**src/mcu_irq_settings.svh**
```systemverilog
// **************************************************
// widths and counts for the interrupt slice
// vector bit positions follow the core's irq layout
// **************************************************
`ifndef MCU_IRQ_SETTINGS_SVH
`define MCU_IRQ_SETTINGS_SVH

// always-on gpio pins and compare timers
`define MCU_GPIO_AO_W 8
`define MCU_TIMER_NUM 4
`define MCU_TIMER_W 16

// core interrupt vector layout
`define MCU_INTR_W 32
`define MCU_FAST_W 15
`define MCU_FAST_BASE 16
`define MCU_MTIMER_BIT 7
`define MCU_IRQ_ID_W 5

`endif

```
**src/mcu_irq_pkg.sv**
```systemverilog
// **************************************************
// config word is one 32-bit value, decoded per bank
// **************************************************
`include "mcu_irq_settings.svh"

package mcu_irq_pkg;

  localparam int CFG_W = 32;

  typedef struct packed {
    logic [CFG_W-3*`MCU_GPIO_AO_W-1:0] rsvd;
    logic [`MCU_GPIO_AO_W-1:0]         irq_en;
    logic [`MCU_GPIO_AO_W-1:0]         oe;
    logic [`MCU_GPIO_AO_W-1:0]         out;
  } gpio_cfg_t;

  typedef struct packed {
    logic [CFG_W-`MCU_TIMER_W-2:0] rsvd;
    logic                          enable;
    logic [`MCU_TIMER_W-1:0]       compare;
  } timer_cfg_t;

  // one written word read as gpio or timer setup
  typedef union packed {
    gpio_cfg_t  gpio;
    timer_cfg_t timer;
  } cfg_word_u;

  typedef struct packed {
    logic                               sel;
    logic [$clog2(`MCU_TIMER_NUM)-1:0] idx;
    cfg_word_u                          word;
  } cfg_wr_t;

  typedef struct packed {
    logic [`MCU_GPIO_AO_W-1:0] gpio;
    logic [`MCU_TIMER_NUM-1:0] timer;
  } irq_events_t;

endpackage

```
**src/gpio_ao_bank.sv**
```systemverilog
// **************************************************
// pins are async; two-flop sync plus edge register
// only rising edges raise events, gated by irq_en
// **************************************************
`timescale 1ns/10ps
`include "mcu_irq_settings.svh"

module gpio_ao_bank
  import mcu_irq_pkg::*;
(
  input  logic                      clk_i,
  input  logic                      arst_n_i,
  input  logic                      cfg_we_i,
  input  cfg_wr_t                   cfg_i,
  input  logic [`MCU_GPIO_AO_W-1:0] gpio_i,
  output logic [`MCU_GPIO_AO_W-1:0] gpio_o,
  output logic [`MCU_GPIO_AO_W-1:0] gpio_oe_o,
  output logic [`MCU_GPIO_AO_W-1:0] gpio_intr_o
);

  logic                      cfg_hit;
  logic [`MCU_GPIO_AO_W-1:0] out_q;
  logic [`MCU_GPIO_AO_W-1:0] oe_q;
  logic [`MCU_GPIO_AO_W-1:0] irq_en_q;
  logic [`MCU_GPIO_AO_W-1:0] sync1_q;
  logic [`MCU_GPIO_AO_W-1:0] sync2_q;
  logic [`MCU_GPIO_AO_W-1:0] level_q;
  logic [`MCU_GPIO_AO_W-1:0] rise_q;

  assign cfg_hit = cfg_we_i && !cfg_i.sel;

  always_ff @(posedge clk_i or negedge arst_n_i) begin
    if (!arst_n_i) begin
      out_q    <= '0;
      oe_q     <= '0;
      irq_en_q <= '0;
    end else if (cfg_hit) begin
      out_q    <= cfg_i.word.gpio.out;
      oe_q     <= cfg_i.word.gpio.oe;
      irq_en_q <= cfg_i.word.gpio.irq_en;
    end
  end

  always_ff @(posedge clk_i or negedge arst_n_i) begin
    if (!arst_n_i) begin
      sync1_q <= '0;
      sync2_q <= '0;
      level_q <= '0;
      rise_q  <= '0;
    end else begin
      sync1_q <= gpio_i;
      sync2_q <= sync1_q;
      level_q <= sync2_q;
      // low to high on the synchronized level
      rise_q  <= sync2_q & ~level_q;
    end
  end

  assign gpio_o      = out_q;
  assign gpio_oe_o   = oe_q;
  // enable checked late so a disable takes effect at once
  assign gpio_intr_o = rise_q & irq_en_q;

endmodule

```
**src/irq_arbiter.sv**
```systemverilog
// **************************************************
// pending bits are sticky until acked by id
// a new event beats an ack on the same source
// **************************************************
`timescale 1ns/10ps
`include "mcu_irq_settings.svh"

module irq_arbiter
  import mcu_irq_pkg::*;
(
  input  logic                     clk_i,
  input  logic                     arst_n_i,
  input  irq_events_t              events_i,
  input  logic                     irq_ack_i,
  output logic [`MCU_INTR_W-1:0]   irq_o,
  output logic                     irq_valid_o,
  output logic [`MCU_IRQ_ID_W-1:0] irq_id_o
);

  logic [`MCU_FAST_W-1:0]   fast_set;
  logic [`MCU_INTR_W-1:0]   set_vec;
  logic [`MCU_INTR_W-1:0]   clr_vec;
  logic [`MCU_INTR_W-1:0]   pend_d;
  logic [`MCU_INTR_W-1:0]   pend_q;
  logic                     valid_q;
  logic [`MCU_IRQ_ID_W-1:0] id_q;

  // highest index wins
  function automatic logic [`MCU_IRQ_ID_W-1:0] top_bit(logic [`MCU_INTR_W-1:0] vec);
    logic [`MCU_IRQ_ID_W-1:0] id;
    id = '0;
    for (int i = 0; i < `MCU_INTR_W; i++) begin
      if (vec[i]) begin
        id = i[`MCU_IRQ_ID_W-1:0];
      end
    end
    return id;
  endfunction

  always_comb begin
    // fast vector holds timers 1..3 then gpio pins with the top bits unused
    fast_set = '0;
    fast_set[`MCU_TIMER_NUM-2:0] = events_i.timer[`MCU_TIMER_NUM-1:1];
    fast_set[`MCU_TIMER_NUM-1 +: `MCU_GPIO_AO_W] = events_i.gpio;

    set_vec = '0;
    set_vec[`MCU_MTIMER_BIT] = events_i.timer[0];
    set_vec[`MCU_FAST_BASE +: `MCU_FAST_W] = fast_set;
  end

  always_comb begin
    clr_vec = '0;
    if (irq_ack_i && valid_q) begin
      clr_vec[id_q] = 1'b1;
    end
  end

  assign pend_d = (pend_q & ~clr_vec) | set_vec;

  always_ff @(posedge clk_i or negedge arst_n_i) begin
    if (!arst_n_i) begin
      pend_q  <= '0;
      valid_q <= 1'b0;
      id_q    <= '0;
    end else begin
      pend_q  <= pend_d;
      valid_q <= |pend_d;
      id_q    <= top_bit(pend_d);
    end
  end

  assign irq_o       = pend_q;
  assign irq_valid_o = valid_q;
  assign irq_id_o    = id_q;

endmodule

```
**src/mcu_irq_top.sv**
```systemverilog
// **************************************************
// gpio pin rise reaches irq_o after 4 cycles
// timer match pulse reaches irq_o after 1 cycle
// **************************************************
`timescale 1ns/10ps
`include "mcu_irq_settings.svh"

module mcu_irq_top
  import mcu_irq_pkg::*;
(
  input  logic                      clk_i,
  input  logic                      arst_n_i,
  input  logic                      cfg_we_i,
  input  cfg_wr_t                   cfg_i,
  input  logic [`MCU_GPIO_AO_W-1:0] gpio_i,
  output logic [`MCU_GPIO_AO_W-1:0] gpio_o,
  output logic [`MCU_GPIO_AO_W-1:0] gpio_oe_o,
  input  logic                      irq_ack_i,
  output logic [`MCU_INTR_W-1:0]    irq_o,
  output logic                      irq_valid_o,
  output logic [`MCU_IRQ_ID_W-1:0]  irq_id_o
);

  irq_events_t events;

  gpio_ao_bank gpio_ao_bank_i (
    .clk_i,
    .arst_n_i,
    .cfg_we_i,
    .cfg_i,
    .gpio_i,
    .gpio_o,
    .gpio_oe_o,
    .gpio_intr_o(events.gpio)
  );

  timer_bank timer_bank_i (
    .clk_i,
    .arst_n_i,
    .cfg_we_i,
    .cfg_i,
    .timer_intr_o(events.timer)
  );

  irq_arbiter irq_arbiter_i (
    .clk_i,
    .arst_n_i,
    .events_i(events),
    .irq_ack_i,
    .irq_o,
    .irq_valid_o,
    .irq_id_o
  );

endmodule

```
**src/timer_bank.sv**
```systemverilog
// **************************************************
// period is compare+1 cycles; compare 0 fires always
// a write restarts the addressed counter from zero
// **************************************************
`timescale 1ns/10ps
`include "mcu_irq_settings.svh"

module timer_bank
  import mcu_irq_pkg::*;
(
  input  logic                      clk_i,
  input  logic                      arst_n_i,
  input  logic                      cfg_we_i,
  input  cfg_wr_t                   cfg_i,
  output logic [`MCU_TIMER_NUM-1:0] timer_intr_o
);

  localparam int IDX_W = $clog2(`MCU_TIMER_NUM);

  logic [`MCU_TIMER_W-1:0]   cnt_q [`MCU_TIMER_NUM];
  logic [`MCU_TIMER_W-1:0]   cmp_q [`MCU_TIMER_NUM];
  logic [`MCU_TIMER_NUM-1:0] en_q;
  logic [`MCU_TIMER_NUM-1:0] intr_q;
  logic [`MCU_TIMER_NUM-1:0] wr_hit;
  logic [`MCU_TIMER_NUM-1:0] match;

  always_comb begin
    for (int i = 0; i < `MCU_TIMER_NUM; i++) begin
      wr_hit[i] = cfg_we_i && cfg_i.sel && (cfg_i.idx == i[IDX_W-1:0]);
      match[i]  = en_q[i] && (cnt_q[i] == cmp_q[i]);
    end
  end

  always_ff @(posedge clk_i) begin
    for (int i = 0; i < `MCU_TIMER_NUM; i++) begin
      if (wr_hit[i]) begin
        cmp_q[i] <= cfg_i.word.timer.compare;
      end
    end
  end

  always_ff @(posedge clk_i or negedge arst_n_i) begin
    if (!arst_n_i) begin
      en_q   <= '0;
      intr_q <= '0;
      for (int i = 0; i < `MCU_TIMER_NUM; i++) begin
        cnt_q[i] <= '0;
      end
    end else begin
      intr_q <= match;
      for (int i = 0; i < `MCU_TIMER_NUM; i++) begin
        if (wr_hit[i]) begin
          en_q[i]  <= cfg_i.word.timer.enable;
          cnt_q[i] <= '0;
        end else if (match[i]) begin
          cnt_q[i] <= '0;
        end else if (en_q[i]) begin
          cnt_q[i] <= cnt_q[i] + 1'b1;
        end
      end
    end
  end

  assign timer_intr_o = intr_q;

endmodule
```
**config.mk**
```make
export PLATFORM = sky130hd
export DESIGN_NAME = mcu_irq_top
export DESIGN_NICKNAME = d
export VERILOG_FILES = /design/src/mcu_irq_pkg.sv /design/src/gpio_ao_bank.sv /design/src/irq_arbiter.sv /design/src/mcu_irq_top.sv /design/src/timer_bank.sv
export VERILOG_INCLUDE_DIRS = /design/src
export SDC_FILE = /design/constraint.sdc
export NUM_CORES = 1
export LEC_CHECK = 0
export ABC_CLOCK_PERIOD_IN_PS = 2350
export CORE_MARGIN = 8
export CORE_UTILIZATION = 35
export DETAILED_ROUTE_END_ITERATION = 8
export DONT_BUFFER_PORTS = 1
export MAX_ROUTING_LAYER = met4
export PLACE_DENSITY = 0.58
export SYNTH_ARGS = -nofsm -noshare
export SYNTH_HDL_FRONTEND = slang
export SYNTH_HIERARCHICAL = 1
export SYNTH_SLANG_ARGS = --single-unit
```
**constraint.sdc**
```tcl
create_clock -name clk_i -period 2.35 [get_ports clk_i]
set_input_delay 0.705 -clock clk_i [delete_from_list [all_inputs] [get_ports clk_i]]
set_output_delay 0.705 -clock clk_i [all_outputs]
set_load 0.05 [all_outputs]
```
; Word-level counts from Yosys, hierarchy flattened
; Memories as Yosys holds them, arrays and structs flattened.
; Index checks and enable logic that the tools add are counted.
[word_totals]
ff_bits = 166
ramBits = 64
input_bits = 47
word_cells = 124
memories = 1
[memory_table]
columns = name, depth, width, read_ports, rd_ports_with_merged_regs, write_ports, line_no
row1 = timer_bank_i.cmp_q, 4, 16, 4, 0, 1, timer_bank.sv:21  ; logic [`MCU_TIMER_W-1:0] cmp_q [`MCU_TIMER_NUM];
[op_classes]
n_addsub = 4
n_lt_le_gt_ge = 2
n_eq_ne = 7
mux = 63
bitwise_logic = 6
reduce_logical = 22
[op_table]
columns = cell, n
row1 = $mux 16, 15
row2 = $mux 5, 29
row3 = $add 16x1->16 const B, 4
row4 = $eq 16x16->1, 4
row5 = $reduce_or 16->1, 3
row6 = $and 32x32->32, 1
row7 = $mux 32, 1
row8 = $not 32->32, 1
row9 = $or 32x27->32, 1
row10 = $reduce_or 32->1, 1
row11 = $and 8x8->8, 2
row12 = $mux 1, 13
row13 = $logic_and 1x1->1, 12
row14 = $reduce_bool 3->1, 4
row15 = $mux 2, 4
row16 = $not 8->8, 1
row17 = $lt 5x6->1 const B, 1
row18 = $demux 1 s5, 1
row19 = $ge 5x1->1 const B, 1
row20 = $eq 2x2->1 const B, 2
row21 = $eq 2x1->1 const B, 1
row22 = $logic_not 2->1, 1
row23 = $logic_not 1->1, 1

; Longest topological paths before layout
; Gate-level depths: netlist of run 1.
[depth]
word_depth = 39
ltp_mapped = 9

; Hierarchy
; Netlist of run 1, hierarchy kept.
[modules_own_cells]
columns = module, instances, cells_each, area_each_um2, seq_area_each_um2
row1 = timer_bank, 1, 602, 6590.1, 3723.6
row2 = gpio_ao_bank, 1, 100, 1911.8, 1401.3
row3 = irq_arbiter, 1, 169, 1739.2, 950.9

; Worst setup path before layout of run 1
; OpenSTA, ideal clock, no wires.
[synth_timing]
path_type = input to register
from = input port cfg_i[32] in the netlist's numbering
to = register timer_bank_i/cnt_q[33] in the netlist's numbering
setup_time_ns = 0.122
arrival_ns = 2.347
required_ns = 2.228
path_slack_ns = -0.119
stages = 5
path_cell_list = nand3_1 -> nor2_1 -> nor2_1 -> clkbuf_1 -> a32o_1
[synth_between]
elab_chain_cells = 3
[synth_rtl]
columns = item, line_no
row1 = "start, declared", mcu_irq_top.sv:14  ; input cfg_wr_t cfg_i,
row2 = $eq 2x1->1 (*), timer_bank.sv:29  ; wr_hit[i] = cfg_we_i && cfg_i.sel && (cfg_i.idx == i[IDX_W-1:0]);
row3 = $logic_and 1x1->1 (*), timer_bank.sv:29
row4 = $reduce_bool 3->1 (no source line) or $mux 16 (tied branches), n/a
row5 = "end signal, assigned by index", timer_bank.sv:58  ; cnt_q[i] <= cnt_q[i] + 1'b1;
row6 = "end, declared", timer_bank.sv:20  ; logic [`MCU_TIMER_W-1:0] cnt_q [`MCU_TIMER_NUM];
; Mark *: on every way between the ends. The rest lies on a longest branch, timed or not.
; A chain may end at the register's enable or synchronous reset.

; Final worst setup path of run 1
[layout_timing]
from = register irq_arbiter_i.id_q[3], in the netlist irq_arbiter_i/irq_id_o[3]
to = register irq_arbiter_i.id_q[0], in the netlist irq_arbiter_i/irq_id_o[0]
[layout_rtl]
columns = item, line_no
row1 = "start, declared", irq_arbiter.sv:26  ; logic [`MCU_IRQ_ID_W-1:0] id_q;
row2 = "start signal, assigned", irq_arbiter.sv:68  ; id_q <= top_bit(pend_d);
row3 = $lt 5x6->1 (implied by the code) or $ge 5x1->1 (tied branches), irq_arbiter.sv:54  ; clr_vec[id_q] = 1'b1;
row4 = $logic_and 1x1->1 (implied by the code), irq_arbiter.sv:54
row5 = $mux 1 (implied by the code), irq_arbiter.sv:54
row6 = $demux 1 s5 (*), n/a
row7 = $mux 32 (*), irq_arbiter.sv:53  ; if (irq_ack_i && valid_q) begin
row8 = $not 32->32 (*), irq_arbiter.sv:58  ; assign pend_d = (pend_q & ~clr_vec) | set_vec;
row9 = $and 32x32->32 (*), irq_arbiter.sv:58
row10 = $or 32x27->32 (*), irq_arbiter.sv:58
row11 = named net irq_arbiter_i.pend_d[18], irq_arbiter.sv:23  ; logic [`MCU_INTR_W-1:0] pend_d;
row12 = $mux 5 (*) (14 in a row), irq_arbiter.sv:33  ; if (vec[i]) begin
; The timed path passes the listed nets; every way through them passes the cells marked *.

==> results.md, run 1 <==
- Ys flop type: dfrtp_1
- Worst hold-check slack: -106 ps
- Kind of capture point of the worst setup path: flip-flop
- Number of DRC violations after detailed-routing iteration 0: 564
- All-Layer GR Usage: 0.139
- Io pins: between 100 and 150
- Die span in x: 187 um
- Setup TNS after final layout: 0 ps
- Fmax: 433 MHz
- Met1 wire length: around 11000 um
- CTS H-tree lvls: 1
- Clock transition at the register clock pins on the worst setup and hold paths after CTS: ~60 ps
- Maximum number of pins on one net before global-route repair: 167
- Post-Synthesis Cells: 871
- Arrival time at the worst endpoint: 2750 ps
- Data required time at the worst endpoint: 2790 ps
- Top sig layer: met4
- Total count of hold-check failures in the final report: 166
- Post-synth top area cell: dfrtp_1
- Buffer levels on the longest clock path: 3
- Met2 layer wire length in the routed design: 10600 um
- Final standard cell utilization of the core: 0.421
- Leftover overflow at the end of global routing: 0
- Power per standard cell area: 867 nW/um^2
- TritonCTS buffer count: 24
- Half-perimeter wire length after placement: 16900 um
- Worst slew margin: 0.248
- Minimum clock period after layout: 2310 ps
- Share of the synthesized netlist area taken by xor and xnor gates: 0.0564
- Worst Setup Start Kind: flip-flop
- # setup viols final: 0
- RSZ-0062 raised after global routing: yes
- Violations in the final reports: hold timing
- Number of I/O port buffers: 0
- Via count: 7067
- Worst setup endpoint: irq_arbiter_i/irq_id_o[0]$_DFF_PN0_
- Area of the core: 28800 sq um
- Number of antenna violations at the first check in global routing: 1
- Area of the mapped netlist: between 10000 and 15000 sq um
- Main area contributors after synthesis: dfrtp_1 (41%), edfxtp_1 (19%), xor2_1 (4.1%), mux2_4 (2.9%), nand2_1 (2.6%)
- Total of warnings raised by yosys: 6
- Area fraction of the dominant cell type after synthesis: 0.406
- Mean instance size in the synthesized netlist: 11.8 sq um
- Worst Path Max Fanout: 6
- Wire length of the first global-routing pass: between 30000 and 40000 um
- Share of flip-flops with an asynchronous set or reset after synthesis: 0.722
- Number of distinct standard cells referenced by the synthesized netlist: 77
- Compound-cell area share of the yosys netlist: 0.115
- Register area share after synthesis: 0.593
- Post-synthesis simple-gate area fraction: 0.159
- Detailed-routing iteration count for the pre-antenna-repair pass: 5
- Final total power: between 10 and 15 mW
- Count of flip-flops with a built-in enable after synthesis: 64
- Sinks on Clock Net: 230
- Antenna diode instance count: 0
- Reg2reg path depth: 8
- Largest family of logic cells by synthesized area: simple AND/OR/NAND/NOR gates
- Part of the cycle the worst path needs: 0.984
- Syn Nets: around 920
- Effective utilization at floorplan: 0.356
- Origin of the worst setup path: irq_arbiter_i/irq_id_o[3]$_DFF_PN0_
- DR vias/cell: between 5 and 6
- Detailed-route DRC error count: 0
- Row Count: 62
- Multiplexer area fraction after synthesis: 0.0357
- Post-route clock skew: around 6.0 ps
- Flop-to-flop setup slack: 40 ps
- Die extent in y: 187 um
- Total detailed-routing wirelength: 24200 um
- Min-Delay Path Class: in -> async
- TritonCTS clock tree: yes
- Destination of the worst register-to-register timing path: irq_arbiter_i/irq_id_o[0]$_DFF_PN0_
- Lkg Pwr: between 5 and 6 nW
- Worst slew pin tran: 1120 ps
- Insertion delay to the later sink of the worst-skew pair: around 510 ps
- Worst ir drop on vdd: between 0.5 and 0.6 mV
- Max-slew violation total from the final report: 0
- Status: finished, violations left
- Type of the setup path with the least slack: reg -> reg
- Die Outline Area: 35000 sq um
- Post-synthesis sequential element count: between 200 and 250
- Area grow syn2layout: 18.3%
- Area of all placed cells without fillers: 12100 sq um
- Post-place instance area: 11200 sq um
- Max-capacitance violation count: 0
- CTS Root Cell: clkbuf_16
- Reg2Reg Launch Point: irq_arbiter_i/irq_id_o[3]$_DFF_PN0_
- Sum of met3 wire segment lengths after detailed routing: 1770 um
- Post-DR wirelength/cell: 17.9 um
- Post-layout nets: 1007
- Post-Synth Adder-Cell Area: 0.00489
- Number of nets with antenna violations after routing: 0
- Via count of the first global-routing pass: 7003
- Routability-driven placement congestion ratio: 0.874
- Layout cells sized above 1: 0.209
## layout by cell type, fill, tap and decap left out, drive strengths merged, types with 33 or more instances in the layout
cell type	instances
nand2	72
dfrtp	166
nand4	33
edfxtp	64
inv	46
buf	94
o21ai	38
xor2	48
clkbuf	34
## per-layer routing
| layer | GRT usage | vias to the layer above |
|---|---|---|
| met2 | 0.205 | 211 |
| met4 | 0.0296 | 0 |
| met5 | - | - |
| li1 | - | 3372 |
| met1 | 0.190 | 3455 |
| met3 | 0.0384 | 29 |
## how the worst min path moves through the flow
stage / startpoint / end / slack (ps) / depth (start not counted)
after floorplan: gpio_ao_bank_i/sync1_q[0]$_DFF_PN0_ / gpio_ao_bank_i/sync2_q[0]$_DFF_PN0_ / 330 / 0
after detailed placement: gpio_ao_bank_i/sync1_q[4]$_DFF_PN0_ / gpio_ao_bank_i/sync2_q[4]$_DFF_PN0_ / 340 / 0
after global placement: gpio_ao_bank_i/sync1_q[5]$_DFF_PN0_ / gpio_ao_bank_i/sync2_q[5]$_DFF_PN0_ / 330 / 0
after global routing: arst_n_i / gpio_ao_bank_i/level_q[6]$_DFF_PN0_ / -130 / 0
final: arst_n_i / gpio_ao_bank_i/level_q[6]$_DFF_PN0_ / -110 / 0
after CTS: arst_n_i / gpio_ao_bank_i/level_q[6]$_DFF_PN0_ / -130 / 0
## repair_timing
action                     in CTS  in global routing
setup endpoints to repair       1                  5
cloned                          0                  0
buffers inserted                0                  5
resized for setup               1                 28
pin swaps                       0                 16
hold endpoints to repair      166                166
## worst max-delay path, cell delays in order, from the launching register on
cell and delay [ps]:
dfrtp_2 440, buf_6 130, or4b_1 520, o22a_1 200, a211oi_2 270, o2111ai_2 220, a211oi_2 250, o221ai_2 140
nand2_1 70
## cell type report
cell class	instances	area, sq um
inverters	46	173
repair buffers	94	717
multi-input cells	560	3890
well taps	384	480
clock inverters	8	71.3
clock buffers	34	699
flip-flops and latches	230	6080
fillers	2710	16700
## per-stage QoR
stage	setup slack, ps	cells
finish	38.5	1356
global route	-76.5	1356
CTS	5.18	1351
detailed placement	-102	1309
global placement	-90.0	1309
floorplan	-33.3	871
## power breakdown
part	switching (mW)	internal [mW]	leakage, nW	total (mW)
combinational	1.03	0.816	2.05	1.85
sequential	0.532	4.46	2.70	4.99
clock	1.49	2.17	0.371	3.67
total	3.06	7.45	5.12	10.5
## synthesized netlist by cell type (all sizes together), types with 13 or more instances
cell type    n
nor3        18
mux2        24
nor4        18
dfrtp      166
or3         13
xnor2       18
o22ai       15
clkbuf      26
nand2b      15
a31oi       25
edfxtp      64
inv         46
nand3       31
xor2        48
o21ai       38
nand4       33
nand2       72
nor2        31
## cells by family (layout without fill, tap and decap cells)
family,count (synthesis),count (layout)
buffers and inverters,81,182
DFF,230,230
muxes,26,26
and+or+nand+nor,295,295
adders and majority gates,4,4
xor gates and xnor gates,66,66
AOI/OAI and AO/OA,169,169
Power figures use the tool's default switching activity.
==> run 2, diff against run 1 <==
- ABC_CLOCK_PERIOD_IN_PS: 2350 -> 1900
- PLACE_DENSITY: 0.58 -> 0.6
- SETUP_SLACK_MARGIN: unset -> 0.15
- clock period: 2.35 -> 1.9 ns (I/O delays scaled with it)
==> run 2 against run 1 <==
Against the previous run: the run ends with hold timing, setup timing left; total power is 35% higher; sequential power grew 23%; critical endpoint unchanged; count of clock-buffer cells in the layout is 6 lower; first-iteration DRC count up 15%; utilization rose by 5.6 points; clock skew rose by 2.3 ps; critical path depth decreased by 1; cell count up 7.3%; clock power increased by 32%.
==> results.md, run 2 (synthesis gave the netlist of run 1 again) <==
- Post-route clock skew: 8.29 ps
- Worst slew margin: 0.290
- CTS Root Cell: clkbuf_16
- Worst slew pin tran: 1060 ps
- Io pins: 101
- Wire length of the first global-routing pass: 42200 um
- Lkg Pwr: 5.78 nW
- Placed Instances: 1373
- Number of nets with antenna violations after routing: 0
- Die Outline Area: 35000 sq um
- Violations in the final reports: hold timing, setup timing
- Half-perimeter wire length after placement: 17800 um
- Maximum number of pins on one net before global-route repair: 167
- Sequential cell area: 6120 sq um
- Non-Filler Instances: approximately 1500
- Leftover overflow at the end of global routing: 0
- Area of the core: around 29000 sq um
- Post-DR wirelength/cell: around 19 um
- Kind of capture point of the worst setup path: flip-flop
- TritonCTS buffer count: 23
- Min-Delay Path Class: in -> async
- Filler instances: 2515
- CP delay by family, top: compound AO/OA/AOI/OAI gates
- Data required time at the worst endpoint: 2340 ps
- Antenna diode instance count: 0
- Die span in x: approximately 190 um
- Part of the cycle the worst path needs: 1.18
- Via count of the first global-routing pass: around 7700
- Type of the setup path with the least slack: reg -> reg
- Max-slew violation total from the final report: 0
- Worst ir drop on vdd: 0.821 mV
- Final standard cell utilization of the core: 0.477
- Worst hold-check slack: -241 ps
- Maximum cell stage delay along the critical path: 430 ps
- Layout cells sized above 1: 0.388
- Final total power: between 10 and 15 mW
- Slack of the critical path: -333 ps
- Multi-input combinational cell area: about 4500 sq um
- Cell Chain, Critical Path: or3_4 > o21a_2 > or3_1 > a311o_1 > a211oi_2 > o221ai_1 > nand2_1
- Detailed-routing iteration count for the pre-antenna-repair pass: 5
- Effective utilization at floorplan: 0.356
- Commonest cells after routing, fill and taps aside: buf_4 (156), dfrtp_1 (130), nand2_1 (69)
- Area grow syn2layout: 34.1%
- Reg2reg path depth: 7
- Flop-to-flop setup slack: -330 ps
- CTS H-tree lvls: 1
- Arrival time at the worst endpoint: 2670 ps
- Destination of the worst register-to-register timing path: irq_arbiter_i/irq_id_o[0]$_DFF_PN0_
- Number of I/O port buffers: 0
- Clock transition at the register clock pins on the worst setup and hold paths after CTS: 60 ps
- Cell with the biggest individual delay on the critical path: dfrtp_2
- Worst Setup Start Kind: flip-flop
- All-Layer GR Usage: 0.150
- Insertion delay to the later sink of the worst-skew pair: around 500 ps
- Commonest non-fill, non-tap cell in the layout: buf_4
- Buffers & Inverters on Critical Path: 0
- Power per standard cell area: approximately 1000 nW/um^2
- DR vias/cell: roughly 5.3
- Die extent in y: approximately 190 um
- Via count: 7665
- Setup TNS after final layout: -1440 ps
- Sinks on Clock Net: 230
- Fmax: 448 MHz
- Reg2Reg Launch Point: irq_arbiter_i/irq_id_o[3]$_DFF_PN0_
- Number of antenna violations at the first check in global routing: 1
- Post-layout nets: about 1100
- Post-place instance area: 11800 sq um
- Status: finished, violations left
- RSZ-0062 raised after global routing: yes
- # setup viols final: 7
- Number of DRC violations after detailed-routing iteration 0: 647
- Minimum clock period after layout: 2230 ps
- Detailed-route DRC error count: 0
- Max-capacitance violation count: 0
- Worst Path Max Fanout: 4
- TritonCTS clock tree: yes
- Area of all placed cells without fillers: 13700 sq um
- Total detailed-routing wirelength: 27200 um
- Total count of hold-check failures in the final report: 166
- Routability-driven placement congestion ratio: 0.868
- Buffer levels on the longest clock path: 3
- Row Count: 62
-- run 2: what timing repair did --
| action | CTS | global route |
|---|---|---|
| setup endpoints to repair | 58 | 81 |
| setup buffers | 20 | 15 |
| pin swaps | 32 | 73 |
| endpoints found under the hold margin | 166 | 166 |
| gates cloned | 2 | 3 |
| resized for setup | 80 | 126 |
-- run 2: layout make-up --
cell class,count,share of cell area
Clock buffer,28,0.0462
Clock inverter,14,0.0133
Inverter,46,0.0128
Multi-Input combinational cell,560,0.326
Sequential cell,230,0.446
Tap cell,384,0.0350
Timing Repair Buffer,193,0.121
-- run 2: worst reg2reg max path: cells and delay by family (launching register included) --
kind | cells | cell delay (ps)
AOI/OAI and AO/OA | 4 | 880
DFF | 1 | 430
and+or+nand+nor | 3 | 860
-- run 2: stage by stage --
step	setup WS [ps]	hold slack [ps]
final	-333	-241
after CTS	-368	-255
after global routing	-500	-264
after global placement	-353	284
after detailed placement	-386	282
after floorplan	-458	274
-- run 2: how the worst max path moves through the flow --
stage	depth (start not counted)	slack (ps)	start	endpoint
2_1_floorplan	9	-460	irq_arbiter_i/irq_id_o[4]$_DFF_PN0_	irq_arbiter_i/irq_id_o[0]$_DFF_PN0_
3_3_place_gp	8	-350	irq_ack_i	irq_arbiter_i/irq_id_o[1]$_DFF_PN0_
3_5_place_dp	8	-390	irq_ack_i	irq_arbiter_i/irq_id_o[0]$_DFF_PN0_
4_1_cts	8	-370	irq_arbiter_i/irq_id_o[4]$_DFF_PN0_	irq_arbiter_i/irq_id_o[0]$_DFF_PN0_
5_1_grt	8	-500	irq_arbiter_i/irq_id_o[4]$_DFF_PN0_	irq_arbiter_i/irq_id_o[0]$_DFF_PN0_
6_report	7	-330	irq_arbiter_i/irq_id_o[3]$_DFF_PN0_	irq_arbiter_i/irq_id_o[0]$_DFF_PN0_
-- run 2: routing by layer --
metal	track usage	vias up	routed length, um
met3	0.0399	35	2040
met4	0.0299	0	483
li1	-	3584	-
met5	-	-	0
met2	0.223	254	12200
met1	0.205	3792	12400
-- run 2: report_power, final --
| part | switching, mW | internal (mW) | total, mW | leakage, nW |
|---|---|---|---|---|
| clock | 1.90 | 2.93 | 4.84 | 0.404 |
| sequential | 0.604 | 5.53 | 6.14 | 2.66 |
| combinational | 1.65 | 1.54 | 3.19 | 2.71 |
